**src/include/dec_lag3_cfg.svh**
```systemverilog
`ifndef DEC_LAG3_CFG_SVH
`define DEC_LAG3_CFG_SVH

// Lane and channel count
`define DL3_LANES 4

// FIFO depth and credits per link
`define DL3_CREDITS 2

// Scratch memory
`define DL3_ADDR_W 12
`define DL3_LAG_BASE 12'h040

// Pitch lag limits
`define DL3_PIT_MIN 20
`define DL3_PIT_MAX 143

// Previous lag after reset
`define DL3_T0_INIT 60

`endif

```
**src/hdl/dec_lag3_pkg.sv**
```systemverilog
`include "dec_lag3_cfg.svh"

package dec_lag3_pkg;

	// Received pitch index, 8 bits on subframe 0, low 5 bits on subframe 1
	typedef logic [7:0] pitch_index_t;

	// Integer pitch lag T0
	typedef logic [7:0] lag_t;

	// Fractional lag, -1 to 1
	typedef logic signed [1:0] lag_frac_t;

	// Channel number, one channel per lane
	typedef logic [$clog2(`DL3_LANES)-1:0] chan_t;

	// Credit counter, 0 to DL3_CREDITS
	typedef logic [$clog2(`DL3_CREDITS+1)-1:0] credit_t;

	// Request payload: index in 8:1, subframe flag in 0
	typedef logic [8:0] lag_req_t;

	// Result payload: fraction in 9:8, T0 in 7:0 (same as the memory word)
	typedef logic [9:0] lag_res_t;

endpackage

```
**src/hdl/lag_dispatch.sv**
```systemverilog
`timescale 1ns/1ps
`include "dec_lag3_cfg.svh"

module lag_dispatch import dec_lag3_pkg::*; (
	input  logic                  clk,
	input  logic                  rst_n,
	input  logic                  start,
	input  pitch_index_t          lag_index,
	input  logic                  i_subfr,
	input  chan_t                 chan,
	output logic                  ready,
	output logic [`DL3_LANES-1:0] req_push,
	output pitch_index_t          req_index,
	output logic                  req_subfr,
	input  logic [`DL3_LANES-1:0] req_credit
);

	credit_t               credit_cnt [`DL3_LANES];
	logic [`DL3_LANES-1:0] chan_sel;
	logic                  accept;

	// One-hot lane select from channel number
	always_comb begin
		chan_sel       = '0;
		chan_sel[chan] = 1'b1;
	end

	assign ready  = (credit_cnt[chan] != '0);
	assign accept = start && ready;

	////////////////////////////////////////////////////////////////////////////
	// Credit counters, one per lane
	////////////////////////////////////////////////////////////////////////////
	always_ff @(posedge clk) begin
		if (!rst_n) begin
			for (int n = 0; n < `DL3_LANES; n++)
				credit_cnt[n] <= credit_t'(`DL3_CREDITS);
			req_push <= '0;
		end else begin
			for (int n = 0; n < `DL3_LANES; n++)
				credit_cnt[n] <= credit_cnt[n]
					- credit_t'(accept && chan_sel[n])
					+ credit_t'(req_credit[n]);
			req_push <= accept ? chan_sel : '0;
		end
	end

	// Payload is shared by all lanes, only the push is per lane
	always_ff @(posedge clk) begin
		if (accept) begin
			req_index <= lag_index;
			req_subfr <= i_subfr;
		end
	end

endmodule

```
**config.mk**
```make
export PLATFORM = sky130hd
export DESIGN_NAME = lag_dispatch
export DESIGN_NICKNAME = d
export VERILOG_FILES = /design/src/hdl/dec_lag3_pkg.sv /design/src/hdl/lag_dispatch.sv
export VERILOG_INCLUDE_DIRS = /design/src /design/src/include
export SDC_FILE = /design/constraint.sdc
export NUM_CORES = 1
export LEC_CHECK = 0
export BUFFER_PORTS_ARGS = -buffer_cell sky130_fd_sc_hd__buf_4
export CORE_ASPECT_RATIO = 1.2
export CORE_UTILIZATION = 46
export CTS_BUF_LIST = sky130_fd_sc_hd__clkbuf_8
export CTS_CLUSTER_DIAMETER = 100
export CTS_CLUSTER_SIZE = 40
export DETAILED_ROUTE_END_ITERATION = 10
export HOLD_SLACK_MARGIN = 0.15
export PLACE_DENSITY = 0.81
export SYNTH_ARGS = -nofsm -noshare
export SYNTH_HDL_FRONTEND = slang
export SYNTH_SLANG_ARGS = --single-unit
```
**constraint.sdc**
```tcl
create_clock -name clk -period 3.94 [get_ports clk]
set_input_delay 0.985 -clock clk [delete_from_list [all_inputs] [get_ports clk]]
set_output_delay 0.985 -clock clk [all_outputs]
set_load 0.01 [all_outputs]
```
Yosys cells after proc, flatten, opt, wreduce, memory -nomap -nowiden:

Memory sizes are Yosys's and may differ from the RTL's.
Index checks and enable logic that the tools add are counted.
Widths: inputs -> output; s select.

* add/sub/neg operators: 8
* magnitude comparators: 2
* mux-type cells: 8
* bitwise gates (word level): 4
* reduce and logical (&&, ||, !) cells: 8

Operator list (number)
* $add 2x1->2: 4
* $mux 2: 4
* $sub 2x1->2: 4
* $logic_and 1x1->1: 6
* $or 1x1->1: 4
* $lt 2x3->1 const B: 1
* $mux 1: 3
* $demux 1 s2: 1
* $ge 2x1->1 const B: 1
* $reduce_and 2->1: 1
* $reduce_bool 2->1: 1

* register bits after elaboration: 13
* RAM bits: 8
* input port bits: 18
* output and inout port bits: 14
* word-level logic and storage cells: 34
* memories kept: 1

Memories
* credit_cnt: depth 4, width 2, rd ports 5, clocked after Yosys merged registers in 0, write ports 4, RTL line lag_dispatch.sv:18 `` credit_t credit_cnt [`DL3_LANES]; ``

Depth between registers and ports, before layout:

* depth after elaboration: 8
* gate-level depth with buffers: 8
* depth with buffers taken out: 8

Least setup slack after synthesis:

OpenSTA, ideal clock, no wires.

* kind: input -> output
* from: input port chan[0]
* to: output port ready
* arrival time: 1582 ps
* data required time: 2955 ps
* slack: 1373 ps
* stages: 2
* buffers on the path: 0
* cells stage by stage: mux4_2 -> inv_1

* word-level cells in the longest chain between the ends: 2

Ends and longest elaborated chain
* from (decl): RTL line lag_dispatch.sv:10 `input chan_t chan,`
* $mem_v2 4x2
* $reduce_bool 2->1: RTL line lag_dispatch.sv:28 `assign ready = (credit_cnt[chan] != '0);`
* to (decl): RTL line lag_dispatch.sv:11 `output logic ready,`

Every way passes these cells.

Worst setup path after layout:

Ends and elaborated chain as after synthesis.

==> results.txt <==
----------------------------------------------------
[Run status]
  Status ... finished, final reports clean

[Clocking]
  Master cell of the clock root buffer ... sky130_fd_sc_hd__clkbuf_8
  Count of H-tree levels built during CTS ... 1
  Post-CTS setup buffer count ... 0
  Number of buffers added to fix hold violations after cts ... 0
  Skew-Pair Late Insertion Delay ... 250 ps
  Maximum root-to-sink buffer count ... 2
  Number of buffers inserted during clock tree synthesis ... 3
  Total clock sinks ... 21
  Resize count post-CTS ... 0
  Reg clk slew, reported paths ... 70 ps
  Clock tree from TritonCTS ... done

[Finish]
  Proportion of layout cells with a drive suffix above 1 ... 33.3%
  Antenna fix cells ... 0
  P&R area growth vs syn ... 34.6%
  Total number of nets in the final design ... 135

[Yosys]
  Net count after synthesis ... 99
  Mean instance size in the synthesized netlist ... 11.9 um^2
  Combined area of all synthesized cells ... 868 um^2
  Synthesis-stage register bit count ... 21
  Number of different library cells in the post-synthesis netlist ... 16
  Portion of the post-synthesis area used by sequential elements ... 58.8%
  Number of synthesis warnings ... 0
  Synthesized instance count ... 73

[Placed design]
  Weighted congestion at the end of routability-driven global placement ... 0.784
  Post-Place Setup Slack ... 1140 ps
  Placed wire-length estimate after detailed placement ... 1.15 mm
  Number of buffers added on ports ... 31

[Critical path]
  Worst r2r path cells ... 8
  Peak fanout along the critical path ... 7
  Worst setup SP type ... primary input
  Class of the most critical setup path ... primary input to output pin
  R2r startpoint ... credit_cnt[2][1]$_SDFF_PN1_
  Endpoint arrival time on the critical path ... 1810 ps
  Worst Setup End Kind ... output pin
  Destination of the worst register-to-register timing path ... credit_cnt[2][1]$_SDFF_PN1_
  Data required time at the worst endpoint ... 2950 ps
  Register-to-Register Setup Slack ... 2210 ps

[Detailed routing]
  First-pass iteration count of the detailed router ... 2
  Via count normalized by instance count ... 4.90
  Remaining antenna violation count ... 0
  Drt initial violations ... 2
  Average routed wire per standard cell ... 11.2 um
  Number of vias in the routed layout ... 618
  DRC ... 0
  Total detailed-routing wirelength ... 1.41 mm

[Timing]
  Number of hold-slack violations in the final timing report ... 0
  Achievable clock frequency ... 357 MHz
  Clock tree skew after final layout ... 2.35 ps
  Finish-stage setup viols ... 0
  Worst slew margin ... 71.8%
  Max-slew violations ... 0
  Share of the clock period used by the worst path after layout ... 71.0%
  Transition time of the tightest slew-check pin ... 423 ps
  Final critical path time including I/O delays and setup ... 2800 ps
  Unrepaired setup endpoints after global routing ... false
  Worst setup margin ... 1140 ps
  Setup TNS Final ... 0 ps

[Power and ir drop]
  Pwr Density ... 436 mW/mm^2
  Leakage power of the design ... 0.000566 uW
  Peak supply drop ... 0.286 mV

[Floorplanning]
  Die H ... 49.6 um
  Floorplan row count ... 16
  Number of I/O pins ... 32
  Width of the chip ... 41.7 um
  Area of the core ... 0.00170 mm^2
  Starting utilization of the core area ... 51.0%
  Die area ... 0.00207 mm^2

[Global route]
  Global-route wire length before repair ... 2.42 mm
  Pin count of the biggest net entering global routing ... 12
  Total GRT Usage ... 15.5%
  Antenna violations before repair ... 0
  Global-route congestion overflow total ... 0
  Via count of the first global-routing pass ... 598

[Worst hold path]
  Worst hold stages ... 2
  Startpoint of the lowest-slack hold path ... credit_cnt[2][1]$_SDFF_PN1_
  Endpoint with the worst hold slack ... credit_cnt[2][1]$_SDFF_PN1_
  Min-delay worst type ... register to register

[Flow run]
  Count of max-cap constraint violations ... 0

----------------------------------------------------
worst max-delay path, cell delays in order:
cell,delay (ps)
sky130_fd_sc_hd__buf_4,120
sky130_fd_sc_hd__mux4_2,520
sky130_fd_sc_hd__inv_1,70
sky130_fd_sc_hd__buf_4,110
how the worst max path moves through the flow:
| stage | cells past startpoint | endpoint | startpoint | slack (ps) |
|---|---|---|---|---|
| after floorplan | 2 | ready | chan[0] | 1370 |
| after global placement | 4 | ready | chan[0] | 1150 |
| after detailed placement | 4 | ready | chan[0] | 1140 |
| after CTS | 4 | ready | chan[0] | 1140 |
| after global routing | 4 | ready | chan[0] | 1090 |
| final | 4 | ready | chan[0] | 1140 |
area by class of cell:
class                      count  area, um^2
multi-input combinational     42         320
fill                         138         533
sequential                    21         510
clock inverter                 1        3.75
timing repair buffer          31         233
inverter                      10        37.5
clock buffer                   3        41.3
tap                           18        22.5
power by group:
part	total [uW]	switching, uW	internal [uW]
Sequential	269	12.1	256
Clock	129	59.8	69.1
Combinational	112	52.6	59.8
Total	510	125	385
per-stage QoR:
stage               instances  cell area [um^2]  utilization [%]  power [uW]  hold WS (ps)
floorplan                  73               868                -         340           464
global placement          122              1120             66.0         381           481
detailed placement        122              1120             66.0         388           485
CTS                       126              1170             68.7         521           509
global route              126              1170             68.7         545           548
finish                    126              1170             68.7         510           499
sequential cells by signal (all words and copies together) (netlist names):
register and cells:
req_index 8, req_subfr 1, credit_cnt 8, req_push 4
kinds of logic after synthesis:
kind of cell	Yosys count	synth area share, %
and+or+nand+nor	24	14.1
muxes	1	2.59
adders and majority gates	8	11.5
DFF	21	58.8
xor gates and xnor gates	8	8.07
buffers and inverters	10	4.32
AOI/OAI and AO/OA	1	0.576
cell usage in the layout (no fill, tap or decap), drive strengths merged:
| cell | Yosys | routed |
|---|---|---|
| buf | 0 | 31 |
| dfxtp | 12 | 12 |
| inv | 10 | 11 |
| edfxtp | 9 | 9 |
| ha | 8 | 8 |
| nand2 | 6 | 6 |
| nor2 | 6 | 6 |
| nor3 | 4 | 4 |
| xor2 | 4 | 4 |
| xnor2 | 4 | 4 |
| and2 | 4 | 4 |
| clkbuf | 0 | 3 |
| nor4b | 2 | 2 |
| mux4 | 1 | 1 |
| nand2b | 1 | 1 |
| o21ai | 1 | 1 |
| nor4 | 1 | 1 |
routing by layer:
layer / vias to the layer above / track usage [%] / part of all wire [%]
li1: 310 / - / -
met3: 2 / 4.40 / 9.2
met1: 277 / 16.8 / 41
met5: - / 0 / 0
met4: 0 / 8.06 / 0.42
met2: 29 / 27.1 / 49
cells in the mapped netlist (all sizes together):
cell type  instances  area (um^2)
xor2               4         35.0
mux4               1         22.5
inv               10         37.5
and2               4         25.0
nor3               4         20.0
nor4b              2         17.5
xnor2              4         35.0
nand2b             1         6.26
o21ai              1         5.00
edfxtp             9          270
ha                 8          100
nand2              6         22.5
nor2               6         25.0
dfxtp             12          240
nor4               1         6.26
(Power assumes the default switching activity.)
