File: src/include/dec_lag3_cfg.svh
`ifndef DEC_LAG3_CFG_SVH
`define DEC_LAG3_CFG_SVH

// Lane and channel count
`define DL3_LANES 4

// FIFO depth and credits per link
`define DL3_CREDITS 2

// Scratch memory
`define DL3_ADDR_W 12
`define DL3_LAG_BASE 12'h040

// Pitch lag limits
`define DL3_PIT_MIN 20
`define DL3_PIT_MAX 143

// Previous lag after reset
`define DL3_T0_INIT 60

`endif

File: src/hdl/dec_lag3_pkg.sv
`include "dec_lag3_cfg.svh"

package dec_lag3_pkg;

	// Received pitch index, 8 bits on subframe 0, low 5 bits on subframe 1
	typedef logic [7:0] pitch_index_t;

	// Integer pitch lag T0
	typedef logic [7:0] lag_t;

	// Fractional lag, -1 to 1
	typedef logic signed [1:0] lag_frac_t;

	// Channel number, one channel per lane
	typedef logic [$clog2(`DL3_LANES)-1:0] chan_t;

	// Credit counter, 0 to DL3_CREDITS
	typedef logic [$clog2(`DL3_CREDITS+1)-1:0] credit_t;

	// Request payload: index in 8:1, subframe flag in 0
	typedef logic [8:0] lag_req_t;

	// Result payload: fraction in 9:8, T0 in 7:0 (same as the memory word)
	typedef logic [9:0] lag_res_t;

endpackage

File: src/hdl/lag_fifo.sv
`timescale 1ns/1ps

module lag_fifo #(
	parameter type T     = logic [7:0],
	parameter int  DEPTH = 2
) (
	input  logic clk,
	input  logic rst_n,
	input  logic push,
	input  T     din,
	input  logic pop,
	output T     dout,
	output logic empty
);

	localparam int PTR_W = (DEPTH > 1) ? $clog2(DEPTH) : 1;
	localparam int CNT_W = $clog2(DEPTH + 1);

	T                   mem [DEPTH];
	logic [PTR_W-1:0]   wr_ptr;
	logic [PTR_W-1:0]   rd_ptr;
	logic [CNT_W-1:0]   count;

	// Storage, no overflow check since the sender holds credits
	always_ff @(posedge clk) begin
		if (push)
			mem[wr_ptr] <= din;
	end

	always_ff @(posedge clk) begin
		if (!rst_n) begin
			wr_ptr <= '0;
			rd_ptr <= '0;
			count  <= '0;
		end else begin
			if (push)
				wr_ptr <= (wr_ptr == PTR_W'(DEPTH - 1)) ? '0 : wr_ptr + 1'b1;
			if (pop)
				rd_ptr <= (rd_ptr == PTR_W'(DEPTH - 1)) ? '0 : rd_ptr + 1'b1;
			count <= count + CNT_W'(push) - CNT_W'(pop);
		end
	end

	assign dout  = mem[rd_ptr];
	assign empty = (count == '0);

endmodule

File: src/hdl/lag_decode_lane.sv
`timescale 1ns/1ps
`include "dec_lag3_cfg.svh"

module lag_decode_lane import dec_lag3_pkg::*; (
	input  logic         clk,
	input  logic         rst_n,
	input  logic         req_push,
	input  pitch_index_t req_index,
	input  logic         req_subfr,
	output logic         req_credit,
	output logic         res_push,
	output lag_t         res_t0,
	output lag_frac_t    res_frac,
	input  logic         res_credit
);

	typedef enum logic [1:0] {
		S_IDLE,
		S_DIV,
		S_LAG,
		S_OUT
	} lane_state_t;

	lane_state_t  state;
	lag_req_t     fifo_din;
	lag_req_t     fifo_dout;
	logic         fifo_empty;
	logic         pop;
	logic         do_push;

	pitch_index_t cur_index;
	logic         cur_subfr;
	lag_t         prev_lag;
	credit_t      res_cnt;

	logic [8:0]   dividend;
	logic [17:0]  prod;
	logic [8:0]   quot_c;
	logic [8:0]   rem_c;
	lag_t         tmin_c;
	lag_t         quot;
	logic [1:0]   rem;
	lag_t         tmin;
	lag_t         t0_c;
	lag_frac_t    frac_c;

	assign fifo_din = {req_index, req_subfr};

	lag_fifo #(
		.T     (lag_req_t),
		.DEPTH (`DL3_CREDITS)
	) req_fifo_i (
		.clk   (clk),
		.rst_n (rst_n),
		.push  (req_push),
		.din   (fifo_din),
		.pop   (pop),
		.dout  (fifo_dout),
		.empty (fifo_empty)
	);

	assign pop     = (state == S_IDLE) && !fifo_empty;
	assign do_push = (state == S_OUT) && (res_cnt != '0);

	////////////////////////////////////////////////////////////////////////////
	// Lag arithmetic
	////////////////////////////////////////////////////////////////////////////

	// (index + 2) / 3 as multiply by 171 / 512, exact below 512
	assign dividend = cur_subfr ? 9'(cur_index[4:0]) + 9'd2 : 9'(cur_index) + 9'd2;
	assign prod     = 18'(dividend) * 18'd171;
	assign quot_c   = prod[17:9];
	// Remainder 0..2, fraction is remainder minus one on both subframes
	assign rem_c    = dividend - (quot_c + {quot_c[7:0], 1'b0});

	// Search window for subframe 1
	always_comb begin
		if (prev_lag < lag_t'(`DL3_PIT_MIN + 5))
			tmin_c = lag_t'(`DL3_PIT_MIN);
		else
			tmin_c = prev_lag - 8'd5;
		if (tmin_c + 8'd9 > lag_t'(`DL3_PIT_MAX))
			tmin_c = lag_t'(`DL3_PIT_MAX - 9);
	end

	always_comb begin
		if (cur_subfr) begin
			t0_c   = tmin + quot - 8'd1;
			frac_c = lag_frac_t'(rem - 2'd1);
		end else if (cur_index < 8'd197) begin
			t0_c   = quot + 8'd19;
			frac_c = lag_frac_t'(rem - 2'd1);
		end else begin
			t0_c   = cur_index - 8'd112;
			frac_c = '0;
		end
	end

	////////////////////////////////////////////////////////////////////////////
	// Lane FSM, pop to res_push in four cycles
	////////////////////////////////////////////////////////////////////////////
	always_ff @(posedge clk) begin
		if (!rst_n) begin
			state      <= S_IDLE;
			prev_lag   <= lag_t'(`DL3_T0_INIT);
			res_cnt    <= credit_t'(`DL3_CREDITS);
			req_credit <= 1'b0;
			res_push   <= 1'b0;
		end else begin
			req_credit <= pop;
			res_push   <= do_push;
			res_cnt    <= res_cnt - credit_t'(do_push) + credit_t'(res_credit);
			case (state)
				S_IDLE: if (pop) state <= S_DIV;
				S_DIV: state <= S_LAG;
				S_LAG: begin
					prev_lag <= t0_c;
					state    <= S_OUT;
				end
				// Hold here until the collector has room
				S_OUT: if (do_push) state <= S_IDLE;
				default: state <= S_IDLE;
			endcase
		end
	end

	// Datapath registers
	always_ff @(posedge clk) begin
		if (pop) begin
			cur_index <= fifo_dout[8:1];
			cur_subfr <= fifo_dout[0];
		end
		if (state == S_DIV) begin
			quot <= quot_c[7:0];
			rem  <= rem_c[1:0];
			tmin <= tmin_c;
		end
		if (state == S_LAG) begin
			res_t0   <= t0_c;
			res_frac <= frac_c;
		end
	end

endmodule

File: config.mk
export PLATFORM = sky130hd
export DESIGN_NAME = lag_decode_lane
export DESIGN_NICKNAME = d
export VERILOG_FILES = /design/src/hdl/dec_lag3_pkg.sv /design/src/hdl/lag_fifo.sv /design/src/hdl/lag_decode_lane.sv
export VERILOG_INCLUDE_DIRS = /design/src /design/src/include
export SDC_FILE = /design/constraint.sdc
export NUM_CORES = 1
export LEC_CHECK = 0
export ABC_AREA = 1
export BUFFER_PORTS_ARGS = -buffer_cell sky130_fd_sc_hd__buf_2
export CAP_MARGIN = 25
export CORE_ASPECT_RATIO = 1.5
export CORE_MARGIN = 2
export CORE_UTILIZATION = 57
export CTS_CLUSTER_DIAMETER = 30
export DETAILED_ROUTE_END_ITERATION = 8
export PLACE_DENSITY = 0.78
export SETUP_SLACK_MARGIN = 0.4
export SLEW_MARGIN = 0
export SYNTH_ARGS = -nofsm -noshare
export SYNTH_HDL_FRONTEND = slang
export SYNTH_SLANG_ARGS = --single-unit
File: constraint.sdc
create_clock -name clk -period 4.3 [get_ports clk]
set_input_delay 0.215 -clock clk [delete_from_list [all_inputs] [get_ports clk]]
set_output_delay 0.215 -clock clk [all_outputs]
set_load 0.02 [all_outputs]
# Word level (Yosys, flattened, before mapping)
# Memory sizes are Yosys's and may differ from the RTL's. A register that Yosys moved wholly into a read port is not among the register bits.
# Cells that the tools add are included.
dict set report word_totals {
  reg_bits 46
  ramBits 18
  in_bits 13
  out_inout_bits 12
  elab_cells 60
  n_memories 1
}
dict set report classes {
  addsub 17
  multipliers 1
  magnitude_cmp 3
  n_eq_ne 5
  mux 13
  n_reduce_logical 7
}
# name words width rd rd_clocked_by_memory_dff write_ports line_no
set mem_list {}
lappend mem_list {req_fifo_i.mem 2 9 1 1 1 lag_fifo.sv:19} ;# T mem [DEPTH];
# op count
set ops {}
lappend ops {{$mux W8} 3}
lappend ops {{$mul A9 B8 Y17 const B} 1}
lappend ops {{$add A8 B2 Y9 const B} 1}
lappend ops {{$mux W9} 1}
lappend ops {{$add A8 B4 Y8 const B} 1}
lappend ops {{$add A8 B5 Y8 const B} 1}
lappend ops {{$add A8 B8 Y8} 1}
lappend ops {{$gt A8 B8 Y1 const B} 1}
lappend ops {{$lt A8 B5 Y1 const B} 1}
lappend ops {{$lt A8 B8 Y1 const B} 1}
lappend ops {{$mux W2} 4}
lappend ops {{$pmux W2 S4} 1}
lappend ops {{$sub A8 B1 Y8 const B} 1}
lappend ops {{$sub A8 B3 Y8 const B} 1}
lappend ops {{$sub A8 B7 Y8 const B} 1}
lappend ops {{$add A5 B2 Y6 const B} 1}
lappend ops {{$add A2 B1 Y2} 2}
lappend ops {{$eq A2 B2 Y1 const B} 2}
lappend ops {{$logic_not A2 Y1} 2}
lappend ops {{$mux W1} 4}
lappend ops {{$sub A2 B1 Y2} 2}
lappend ops {{$add A1 B1 Y1 const B} 2}
lappend ops {{$add A2 B2 Y2} 1}
lappend ops {{$eq A2 B1 Y1 const B} 1}
lappend ops {{other kinds (8)} 9}

# Depth between registers and ports, before layout
# Gate-level depths: netlist (run 1).
dict set report logic_depth {
  word_depth 5
  mapped_depth 22
  ltp_nobuf 22
}

# Cells and area by module
# From an unflattened synthesis (run 1), not the netlist that was laid out.
dict set report unflattened {
  cells_unflattened 614
  hier_area_um2 5417.7
}
# mod instances cells_each area_per_inst_um2
set modules_own_cells {}
lappend modules_own_cells {lag_decode_lane 1 554 4509.3}
lappend modules_own_cells {lag_fifo 1 60 908.4}

# Worst setup path after synthesis (run 1)
# OpenSTA, ideal clock, no wires.
dict set report synth_timing {
  kind {register to register}
  startpoint {reg cur_subfr, read port of req_fifo_i.mem}
  endpoint {reg rem[1] (data pin)}
  setup_time_ps 252
  arrival_ps 3909
  required_time_ps 4048
  setup_slack_ps 138
  path_stages_with_launch 19
  n_path_buf 2
  cell_sequence {edfxtp_1 > buf_2 > inv_1 > buf_2 > o21ai_0 > a21oi_1 > fa_1 > fa_1 > inv_1 > fa_1 > inv_1 > ha_1 > a21oi_1 > a21boi_1 > nand2_1 > nand2_1 > nand2_1 > nand3_1 > nand2_1}
}
dict set report synth_between {
  elab_chain_cells 4
}
# item line_no
set synth_rtl {}
lappend synth_rtl {{from (decl)} lag_decode_lane.sv:32} ;# logic cur_subfr;
lappend synth_rtl {{$mux W9 *} lag_decode_lane.sv:70} ;# assign dividend = cur_subfr ? 9'(cur_index[4:0]) + 9'd2 : 9'(cur_index) + 9'd2;
lappend synth_rtl {{$mul A9 B8 Y17} lag_decode_lane.sv:71} ;# assign prod = 18'(dividend) * 18'd171;
lappend synth_rtl {{$add A2 B2 Y2} lag_decode_lane.sv:74} ;# assign rem_c = dividend - (quot_c + {quot_c[7:0], 1'b0});
lappend synth_rtl {{$sub A2 B2 Y2 *} lag_decode_lane.sv:74}
lappend synth_rtl {{named net rem_c[1]} lag_decode_lane.sv:39} ;# logic [8:0] rem_c;
lappend synth_rtl {{to (signal assigned)} lag_decode_lane.sv:135} ;# rem <= rem_c[1:0];
lappend synth_rtl {{to (decl)} lag_decode_lane.sv:42} ;# logic [1:0] rem;
# Mark *: on every way through the listed nets, which the timed path passes. The rest lies on a longest branch.
# A chain may end at the register's enable or synchronous reset.

# Worst setup path after layout (run 1)
dict set report layout_timing {
  startpoint {reg cur_index[1], read port of req_fifo_i.mem}
  endpoint {reg rem[1] (data pin)}
}
dict set report layout_between {
  elab_chain_cells 5
  elab_cells_between_ends 6
}
# item line_no
set layout_rtl {}
lappend layout_rtl {{from (decl)} lag_decode_lane.sv:31} ;# pitch_index_t cur_index;
lappend layout_rtl {{$add A8 B2 Y9 / $add A5 B2 Y6 (equally long branches)} lag_decode_lane.sv:70}
lappend layout_rtl {{$mux W9 *} lag_decode_lane.sv:70}
lappend layout_rtl {{$mul A9 B8 Y17} lag_decode_lane.sv:71}
lappend layout_rtl {{$add A2 B2 Y2} lag_decode_lane.sv:74}
lappend layout_rtl {{$sub A2 B2 Y2 *} lag_decode_lane.sv:74}
lappend layout_rtl {{named net rem_c[1]} lag_decode_lane.sv:39}
# Marked as above.

==> metrics.md, run 1 <==
| Metric | Value |
|---|---|
| CTS sink cnt | 73 |
| Fillers | 627 |
| Largest fanout on the critical path | 4 |
| Initial antenna violation count | 0 |
| Total track usage | 0.2543 |
| Cell mode on critical path | fa_1 |
| RSZ-0062 raised after global routing | true |
| Die width | 83.39 um |
| MaxCap Viol Count | 0 |
| Synth area leader | edfxtp_1 |
| # nets final | 797 |
| First DRT Iteration DRCs | 366 |
| Most frequent cell after synthesis | inv_1 |
| DR WL/cell | 16.39 um |
| First-pass GRT wire length | 20380 um |
| # rows | 43 |
| Htree depth | 3 |
| Vias in the first global route | 4467 |
| CTS Buf Count | 9 |
| Clk slew on worst S/H paths | 0.06 ns |
| Remaining global-route overflow | 0 |
| Vias post-DR | 4463 |
| Ratio of cells with drive above 1 in the final layout | 0.2159 |
| Hold Violations, Final | 0 |
| Top cells by area, synth | edfxtp_1, ha_1, inv_1 |
| Non-Filler Instances | 816 |
| CP Launch Type | register |
| Minimum clock period after layout | 4.167 ns |
| Diodes inserted | 0 |
| Unique masters post-synth | 38 |
| Avg Synthesized Cell Area | 8.407 um2 |
| # placed instances | 777 |
| Worst-skew pair later-pin latency | 0.34 ns |
| Syn Nets | 739 |
| CTS tree | done |
| Core Area | 0.009200 mm2 |
| Post-synthesis sequential area ratio | 0.3733 |
| Final Slew Violations | 0 |
| Hold_buf cts | 0 |
| Ys flop type | edfxtp_1 |
| Post-synth top area share | 0.3065 |
| FF-to-FF End | rem[1]$_DFFE_PN_ |
| I/O Buffers | 24 |
| Crit Path Class | register to register |
| Hold depth | 1 |
| Synth warn | 0 |
| Slowest-stage cell, CP | fa_1 |
| Worst setup EP type | register |
| Worst slew margin | 0.4153 |
| Layout Utilization | 0.7272 |
| Synth top cells by count | inv_1, nand2_1, ha_1, edfxtp_1, nand3_1 |
| Yosys reg bits | 73 |
| Arr. time, crit path | 4.26 ns |
| Post-Syn Instances | 641 |
| Endpoint with the worst hold slack | req_fifo_i.mem[0][6]$_DFFE_PP_ |
| DP HPWL | 9019 um |
| Largest net degree at the start of global routing | 23 |
| Peak Freq | 240.0 MHz |
| R2r startpoint | cur_index[1]$_DFFE_PP_ |
| Clock buffer depth | 2 |
| Setup TNS | 0 ns |
| Met2 global-route usage | 0.4783 |
| Final setup vio count | 0 |
| DRC Markers | 0 |
| Req. time, crit path | 4.39 ns |
| Critical path launch point | cur_index[1]$_DFFE_PP_ |
| Drt pass-1 iters | 7 |
| Area Overhead vs Synth | 24.15% |
| RePlAce Congestion | 0.9021 |
| Async SR Flop Fraction | 0 |
| Syn Std Cell Area | 0.005389 mm2 |
| R2R cell count | 18 |
| Worst Hold Launch | req_index[5] |
| Skew final | 0.007396 ns |
| Post-synth EDFFs | 55 |
| Final period util | 0.9691 |
| Slew @ Worst Pin | 0.8770 ns |
| GRT busiest layer | met2 |
| I/O pin count | 25 |
| Die outline height | 123.1 um |
| Routed vias/inst | 5.469 |
| Clk root buf | clkbuf_16 |
| Status | finished clean |
| Hold Crit Class | input pin to register |
| Routed WL | 13370 um |
| Die Area | 0.01026 mm2 |
| Initial Util | 0.5857 |
| M1 GR Usage | 0.2688 |
| Critical Path Max Stage Delay | 0.58 ns |
| Met3 usage in global routing | 0.04139 |
| Reg-to-reg setup timing slack | 0.13 ns |
| Antenna-violating nets left | 0 |
| CP cell instances | buf_6, ha_4, nand2_4, nor2_4, xor2_4, fa_1, fa_1, fa_1, ha_4, buf_4, nand2_4, inv_4, a21boi_4, nand2_2, nand2_1, nand2_2, nand3_1, nand2_1 |
## critical path, delay by kind of cell, from the launching register on
family | cells | cell delay [ns]
xor+xnor | 1 | 0.23
simple gates | 8 | 0.76
buf+inv | 3 | 0.32
fa+ha+maj | 5 | 1.98
flops | 1 | 0.42
compound gates | 1 | 0.17
## timing repair
| item | CTS | global route |
|---|---|---|
| gates resized for setup | 46 | 41 |
| buffers inserted | 14 | 9 |
| endpoints found under the setup margin | 10 | 10 |
| pin swaps | 29 | 26 |
## stage by stage
step	setup slack, ns	hold slack (ns)	area (um2)
3_3_place_gp	0.2052	0.4029	5739
5_1_grt	0.009989	0.05534	6690
4_1_cts	0.3244	0.05707	6446
3_5_place_dp	0.07765	0.4063	5739
6_report	0.1330	0.06087	6690
2_1_floorplan	0.4066	0.2997	5460
## sequential cells by signal, indices dropped and copies added (netlist names)
register and flops:
rem 2, req_fifo_i.mem 18, state 2, prev_lag 8
req_fifo_i.wr_ptr 1, quot 8, tmin 8, cur_index 8
res_push 1, req_credit 1, req_fifo_i.count 2, res_cnt 2
res_frac 2, cur_subfr 1, req_fifo_i.rd_ptr 1, res_t0 8
## worst max-delay path by stage
stage	slack (ns)	end	cells past startpoint
6_report	0.13	rem[1]$_DFFE_PN_	18
5_1_grt	0.01	rem[1]$_DFFE_PN_	19
4_1_cts	0.32	rem[1]$_DFFE_PN_	17
3_5_place_dp	0.08	quot[7]$_DFFE_PN_	14
3_3_place_gp	0.21	quot[7]$_DFFE_PN_	15
2_1_floorplan	0.41	rem[1]$_DFFE_PN_	18
## cell usage in the layout (no fill, tap or decap), types with 4 or more instances in the layout
| master | count |
|---|---|
| ha_1 | 52 |
| buf_4 | 25 |
| xor2_1 | 6 |
| inv_1 | 138 |
| o21ai_1 | 5 |
| fa_1 | 16 |
| nand2_2 | 12 |
| o211ai_1 | 8 |
| dfxtp_1 | 18 |
| ha_4 | 16 |
| nand3_2 | 5 |
| a21oi_2 | 7 |
| a21oi_1 | 19 |
| inv_2 | 5 |
| buf_6 | 6 |
| nand3_1 | 37 |
| edfxtp_1 | 55 |
| xnor2_1 | 6 |
| nor2_4 | 5 |
| o21ai_0 | 13 |
| nand2_1 | 126 |
| nand2_4 | 5 |
| nor2_2 | 5 |
| buf_2 | 24 |
| nor3_1 | 8 |
| inv_4 | 4 |
| nor2_1 | 20 |
| nand4_1 | 11 |
| clkbuf_16 | 11 |
## kinds of logic (layout without fill, tap and decap cells)
| kind of cell | after synthesis | after routing | share of synthesized area |
|---|---|---|---|
| compound gates | 70 | 70 | 0.07592 |
| xor+xnor | 18 | 18 | 0.02925 |
| fa+ha+maj | 85 | 85 | 0.2196 |
| buf+inv | 154 | 217 | 0.1094 |
| flops | 73 | 73 | 0.3733 |
| simple gates | 241 | 241 | 0.1925 |
## area by class of cell
class	instances	area, um2	area share
repair buffers	55	375.4	0.05611
flip-flops and latches	73	2012	0.3007
clock inverters	2	15.01	0.002244
well taps	112	140.1	0.02095
multi-input cells	414	3296	0.4926
inverters	146	555.5	0.08304
clock buffers	14	296.5	0.04432
## per-layer routing
metal | wire [um] | vias to the layer above
met5 | 0 | -
met4 | 591 | 0
met3 | 513 | 47
met2 | 7283 | 149
met1 | 4984 | 2086
li1 | - | 2181
Power of run 1 is left out: the tool's default activity adds up to more than one toggle a clock period on the data nets, which glitch-free logic cannot reach.
==> inputs of run 2 (changes only) <==
--- a/config.mk
+++ b/config.mk
@@ -12,6 +12,7 @@
 export CORE_ASPECT_RATIO = 1.5
 export CORE_MARGIN = 2
 export CORE_UTILIZATION = 57
+export CTS_BUF_LIST = sky130_fd_sc_hd__clkbuf_8 sky130_fd_sc_hd__clkbuf_16
 export CTS_CLUSTER_DIAMETER = 30
 export DETAILED_ROUTE_END_ITERATION = 8
 export PLACE_DENSITY = 0.78
==> run 2 against run 1 <==
Global-route usage unchanged. Core utilization is the same. Critical path depth stayed put. First-iteration DRC count did not move. Hold slack is essentially flat. Via count increased by 0.20%. Non-clock buffer count stayed put. Register-to-register slack about the same. Clock skew about the same. Maximum frequency about the same. Critical endpoint unchanged.
==> metrics.md, run 2 (synthesized netlist as in run 1, its figures left out) <==
| Metric | Value |
|---|---|
| Die outline height | 123.1 um |
| Minimum clock period after layout | 4.170 ns |
| Total track usage | 0.2543 |
| Hold Crit Class | input pin to register |
| Final Slew Violations | 0 |
| Crit Path Class | register to register |
| I/O pin count | 25 |
| Worst Hold Launch | req_index[5] |
| Die Area | 0.01026 mm2 |
| MaxCap Viol Count | 0 |
| RSZ-0062 raised after global routing | true |
| Clock buffer depth | 2 |
| Commonest non-fill, non-tap cell in the layout | inv_1 |
| Diodes inserted | 0 |
| # nets final | 797 |
| Hold depth | 1 |
| First-pass GRT wire length | 20380 um |
| CTS Buf Count | 9 |
| Routed WL | 13400 um |
| CP Launch Type | register |
| Largest Register | req_fifo_i.mem |
| Skew final | 0.007306 ns |
| Area Overhead vs Synth | 24.15% |
| Initial antenna violation count | 0 |
| Die width | 83.39 um |
| Hold Violations, Final | 0 |
| Htree depth | 3 |
| Max reg flops | 18 |
| Reg-to-reg setup timing slack | 0.13 ns |
| DP HPWL | 9019 um |
| Ratio of cells with drive above 1 in the final layout | 0.2159 |
| First DRT Iteration DRCs | 366 |
| # rows | 43 |
| R2R cell count | 18 |
| Most frequent cells in the layout | inv_1, nand2_1, edfxtp_1, ha_1, nand3_1 |
| Peak Freq | 239.8 MHz |
| Largest fanout on the critical path | 4 |
| Routed vias/inst | 5.480 |
| Final setup vio count | 0 |
| Clk slew on worst S/H paths | 0.06 ns |
| FF-to-FF End | rem[1]$_DFFE_PN_ |
| DRC Markers | 0 |
| RePlAce Congestion | 0.9021 |
| Endpoint with the worst hold slack | req_fifo_i.mem[0][6]$_DFFE_PP_ |
| Final period util | 0.9697 |
| CTS tree | done |
| Worst setup EP type | register |
| Vias in the first global route | 4467 |
| Worst-skew pair later-pin latency | 0.34 ns |
| Status | finished clean |
| Core Area | 0.009200 mm2 |
| Clk root buf | clkbuf_16 |
| Arr. time, crit path | 4.26 ns |
| I/O Buffers | 24 |
| Setup TNS | 0 ns |
| Antenna-violating nets left | 0 |
| CTS sink cnt | 73 |
| Drt pass-1 iters | 5 |
| Remaining global-route overflow | 0 |
| Fillers | 627 |
| Initial Util | 0.5857 |
| R2r startpoint | cur_index[1]$_DFFE_PP_ |
| Req. time, crit path | 4.39 ns |
| Largest net degree at the start of global routing | 23 |
| Slew @ Worst Pin | 0.8752 ns |
| DR WL/cell | 16.42 um |
| Vias post-DR | 4472 |
| Worst slew margin | 0.4165 |
[run 2: cell types whose count changed in the layout (fill, tap and decap cells not counted)]
cell,delta
inv_1,+2
clkbuf_1,-2
[run 2: worst max-delay path, cell delays in order, from the launching register on]
cell and delay [ns]:
edfxtp_1 0.42, buf_6 0.13, ha_4 0.17, nand2_4 0.07, nor2_4 0.22, xor2_4 0.23, fa_1 0.48, fa_1 0.58
fa_1 0.46, ha_4 0.29, buf_4 0.14, nand2_4 0.08, inv_4 0.05, a21boi_4 0.17, nand2_2 0.10, nand2_1 0.08
nand2_2 0.08, nand3_1 0.07, nand2_1 0.06
[run 2: per-stage QoR]
step / std cells / area [um2] / util / hold WS [ns] / setup WS (ns)
final: 816 / 6690 / 0.7272 / 0.06037 / 0.1305
after CTS: 807 / 6446 / 0.7007 / 0.05690 / 0.3244
after floorplan: 641 / 5460 / - / 0.2997 / 0.4066
after global placement: 777 / 5739 / 0.6238 / 0.4029 / 0.2052
after detailed placement: 777 / 5739 / 0.6238 / 0.4063 / 0.07765
after global routing: 816 / 6690 / 0.7272 / 0.05508 / 0.009989
[run 2: worst max-delay path by stage]
stage	startpoint	endpoint	slack, ns	cells past startpoint
4_1_cts	cur_index[2]$_DFFE_PP_	rem[1]$_DFFE_PN_	0.32	17
5_1_grt	cur_index[1]$_DFFE_PP_	rem[1]$_DFFE_PN_	0.01	19
2_1_floorplan	cur_subfr$_DFFE_PP_	rem[1]$_DFFE_PN_	0.41	18
3_5_place_dp	cur_index[2]$_DFFE_PP_	quot[7]$_DFFE_PN_	0.08	14
6_report	cur_index[1]$_DFFE_PP_	rem[1]$_DFFE_PN_	0.13	18
3_3_place_gp	cur_index[1]$_DFFE_PP_	quot[7]$_DFFE_PN_	0.21	15
[run 2: area by class of cell]
cell class              instances  area (um2)  share of cell area
multi-input cells             414        3296              0.4926
flip-flops and latches         73        2012              0.3007
inverters                     146       555.5             0.08304
repair buffers                 55       375.4             0.05611
clock buffers                  12       289.0             0.04320
well taps                     112       140.1             0.02095
clock inverters                 4       22.52            0.003366
[run 2: metal layers]
metal,track usage,wire [um],up-vias
met5,0,0,-
met4,0.1434,591,0
met3,0.04139,517,47
met2,0.4783,7290,151
met1,0.2688,4995,2093
li1,-,-,2181
[run 2: what timing repair did]
item | in CTS | in global routing
resized for setup | 46 | 41
pin swaps | 29 | 26
buffers inserted | 14 | 9
endpoints found under the setup margin | 10 | 10
hold buffers | 0 | 0
Power of run 2 is left out for the same reason.
==> inputs of run 3 (changes only) <==
--- a/config.mk
+++ b/config.mk
@@ -9,13 +9,15 @@
 export ABC_AREA = 1
 export BUFFER_PORTS_ARGS = -buffer_cell sky130_fd_sc_hd__buf_2
 export CAP_MARGIN = 25
+export CELL_PAD_IN_SITES_DETAIL_PLACEMENT = 0
+export CELL_PAD_IN_SITES_GLOBAL_PLACEMENT = 1
 export CORE_ASPECT_RATIO = 1.5
 export CORE_MARGIN = 2
-export CORE_UTILIZATION = 57
+export CORE_UTILIZATION = 43
 export CTS_BUF_LIST = sky130_fd_sc_hd__clkbuf_8 sky130_fd_sc_hd__clkbuf_16
 export CTS_CLUSTER_DIAMETER = 30
 export DETAILED_ROUTE_END_ITERATION = 8
-export PLACE_DENSITY = 0.78
+export PLACE_DENSITY_LB_ADDON = 0.1
 export SETUP_SLACK_MARGIN = 0.4
 export SLEW_MARGIN = 0
 export SYNTH_ARGS = -nofsm -noshare
==> run 3 against run 2 <==
Highest routed layer unchanged. Cell count rose by 4.7%. Clock skew barely moved. Design area shrank 1.3%. Core utilization is 19 points lower. Sequential share of layout area grew 0.39 points. Maximum frequency increased by 4.8%. Register-to-register slack better by 0.19 ns. Via count down 6.0%. Critical path type unchanged. Hold slack improved by 0.0054 ns.
==> metrics.md, run 3 (synthesized netlist as in run 1, its figures left out) <==
| Metric | Value |
|---|---|
| Req. time, crit path | 4.37 ns |
| Clock buffer depth | 2 |
| I/O pin count | 25 |
| CTS Buf Count | 9 |
| Worst setup EP type | register |
| Reg-to-reg setup timing slack | 0.32 ns |
| Commonest non-fill, non-tap cell in the layout | inv_1 |
| Largest fanout on the critical path | 6 |
| Hold depth | 1 |
| FF-to-FF End | quot[4]$_DFFE_PN_ |
| Hold Crit Class | input pin to register |
| DRC Markers | 0 |
| Area post-placement | 0.005809 mm2 |
| First DRT Iteration DRCs | 131 |
| Slew @ Worst Pin | 0.8911 ns |
| DR WL/cell | 13.97 um |
| RSZ-0062 raised after global routing | true |
| Die Area | 0.01346 mm2 |
| RePlAce Congestion | 0.8333 |
| Clk slew on worst S/H paths | 0.06 ns |
| Critical path launch point | cur_index[1]$_DFFE_PP_ |
| Minimum clock period after layout | 3.977 ns |
| Fillers | 1161 |
| Routed WL | 11930 um |
| Hold Violations, Final | 0 |
| Antenna-violating nets left | 0 |
| Largest Register | req_fifo_i.mem |
| Critical Path Max Stage Delay | 0.50 ns |
| Worst-skew pair later-pin latency | 0.33 ns |
| CTS sink cnt | 73 |
| R2R cell count | 15 |
| Hold_buf cts | 0 |
| Initial antenna violation count | 0 |
| Max reg flops | 18 |
| Die width | 95.41 um |
| Diodes inserted | 0 |
| Endpoint with the worst hold slack | req_fifo_i.mem[0][8]$_DFFE_PP_ |
| Worst slew margin | 0.4059 |
| Final setup vio count | 0 |
| Skew final | 0.007153 ns |
| Peak Freq | 251.4 MHz |
| Final period util | 0.9250 |
| Status | finished clean |
| Crit Path Class | register to register |
| CTS tree | done |
| Remaining global-route overflow | 0 |
| DP HPWL | 9503 um |
| CP Launch Type | register |
| Core Area | 0.01239 mm2 |
| I/O Buffers | 24 |
| Final Slew Violations | 0 |
| Drt pass-1 iters | 4 |
| R2r startpoint | cur_index[1]$_DFFE_PP_ |
| Slowest-stage cell, CP | fa_1 |
| Most frequent cells in the layout | inv_1, nand2_1, edfxtp_1, ha_1, nand3_1 |
| Worst Hold Launch | req_index[7] |
| Ratio of cells with drive above 1 in the final layout | 0.2020 |
| MaxCap Viol Count | 0 |
| Initial Util | 0.4351 |
| Arr. time, crit path | 4.05 ns |
| Setup TNS | 0 ns |
| Vias post-DR | 4203 |
| # rows | 50 |
| Die outline height | 141.1 um |
| Largest net degree at the start of global routing | 23 |
| Clk root buf | clkbuf_16 |
| Vias in the first global route | 4261 |
| Htree depth | 3 |
| Area Overhead vs Synth | 22.57% |
| Routed vias/inst | 4.922 |
| First-pass GRT wire length | 19440 um |
| Post-route cell area | 0.006605 mm2 |
| CP cell instances | buf_4, nand3_4, xor2_4, ha_4, fa_1, fa_1, inv_2, fa_1, inv_2, ha_4, a21oi_2, nor2_1, nor2_1, o211ai_1, xor2_1 |
| # nets final | 791 |
| Total track usage | 0.1875 |
| Cell mode on critical path | fa_1 |
[run 3: changes by cell type in the layout (fill, tap and decap cells not counted), sizes merged]
cell	change
buf	-6
clkbuf	-3
clkinv	+1
bufinv	+1
clkinvlp	+1
[run 3: critical path, delay by kind of cell, from the launching register on]
| kind | cells | cell delay, ns |
|---|---|---|
| adders and majority gates | 5 | 1.80 |
| DFF | 1 | 0.46 |
| xor gates and xnor gates | 2 | 0.41 |
| and+or+nand+nor | 3 | 0.36 |
| AOI/OAI and AO/OA | 2 | 0.36 |
| buffers and inverters | 3 | 0.31 |
[run 3: final cells by class]
class                   instances  area, um2  share of cell area
well taps                     156      195.2             0.02955
repair buffers                 49      315.3             0.04774
multi-input cells             414       3221              0.4876
inverters                     146      553.0             0.08373
clock buffers                   9      225.2             0.03410
flip-flops and latches         73       2012              0.3046
clock inverters                 7      83.83             0.01269
[run 3: worst max path at each step]
| stage | to | slack (ns) | depth (start not counted) |
|---|---|---|---|
| 2_1_floorplan | rem[1]$_DFFE_PN_ | 0.41 | 18 |
| 3_3_place_gp | quot[4]$_DFFE_PN_ | 0.22 | 16 |
| 3_5_place_dp | rem[1]$_DFFE_PN_ | 0.17 | 18 |
| 4_1_cts | rem[0]$_DFFE_PN_ | 0.35 | 16 |
| 5_1_grt | quot[2]$_DFFE_PN_ | 0.19 | 15 |
| 6_report | quot[4]$_DFFE_PN_ | 0.32 | 15 |
[run 3: what timing repair did]
action,4_1_cts,5_1_grt
pin swaps,32,18
setup endpoints to repair,10,10
cloned,0,0
buffers inserted,12,3
gates resized for setup,49,17
[run 3: metal layers]
metal  up-vias  wire, um  GRT usage
li1       2166         -          -
met1      1960      4679     0.1958
met2        50      6568     0.3588
met3        27       198    0.02405
met4         0       487    0.08722
met5         -         0          0
[run 3: per-stage QoR]
stage	worst slack, ns	hold WS, ns	util	cells
after floorplan	0.4066	0.2997	-	641
after global placement	0.2180	0.4031	0.4690	823
after detailed placement	0.1652	0.4060	0.4690	823
after CTS	0.3466	0.05816	0.5249	851
after global routing	0.1946	0.06339	0.5332	854
final	0.3226	0.06581	0.5332	854
Power of run 3 is left out for the same reason.
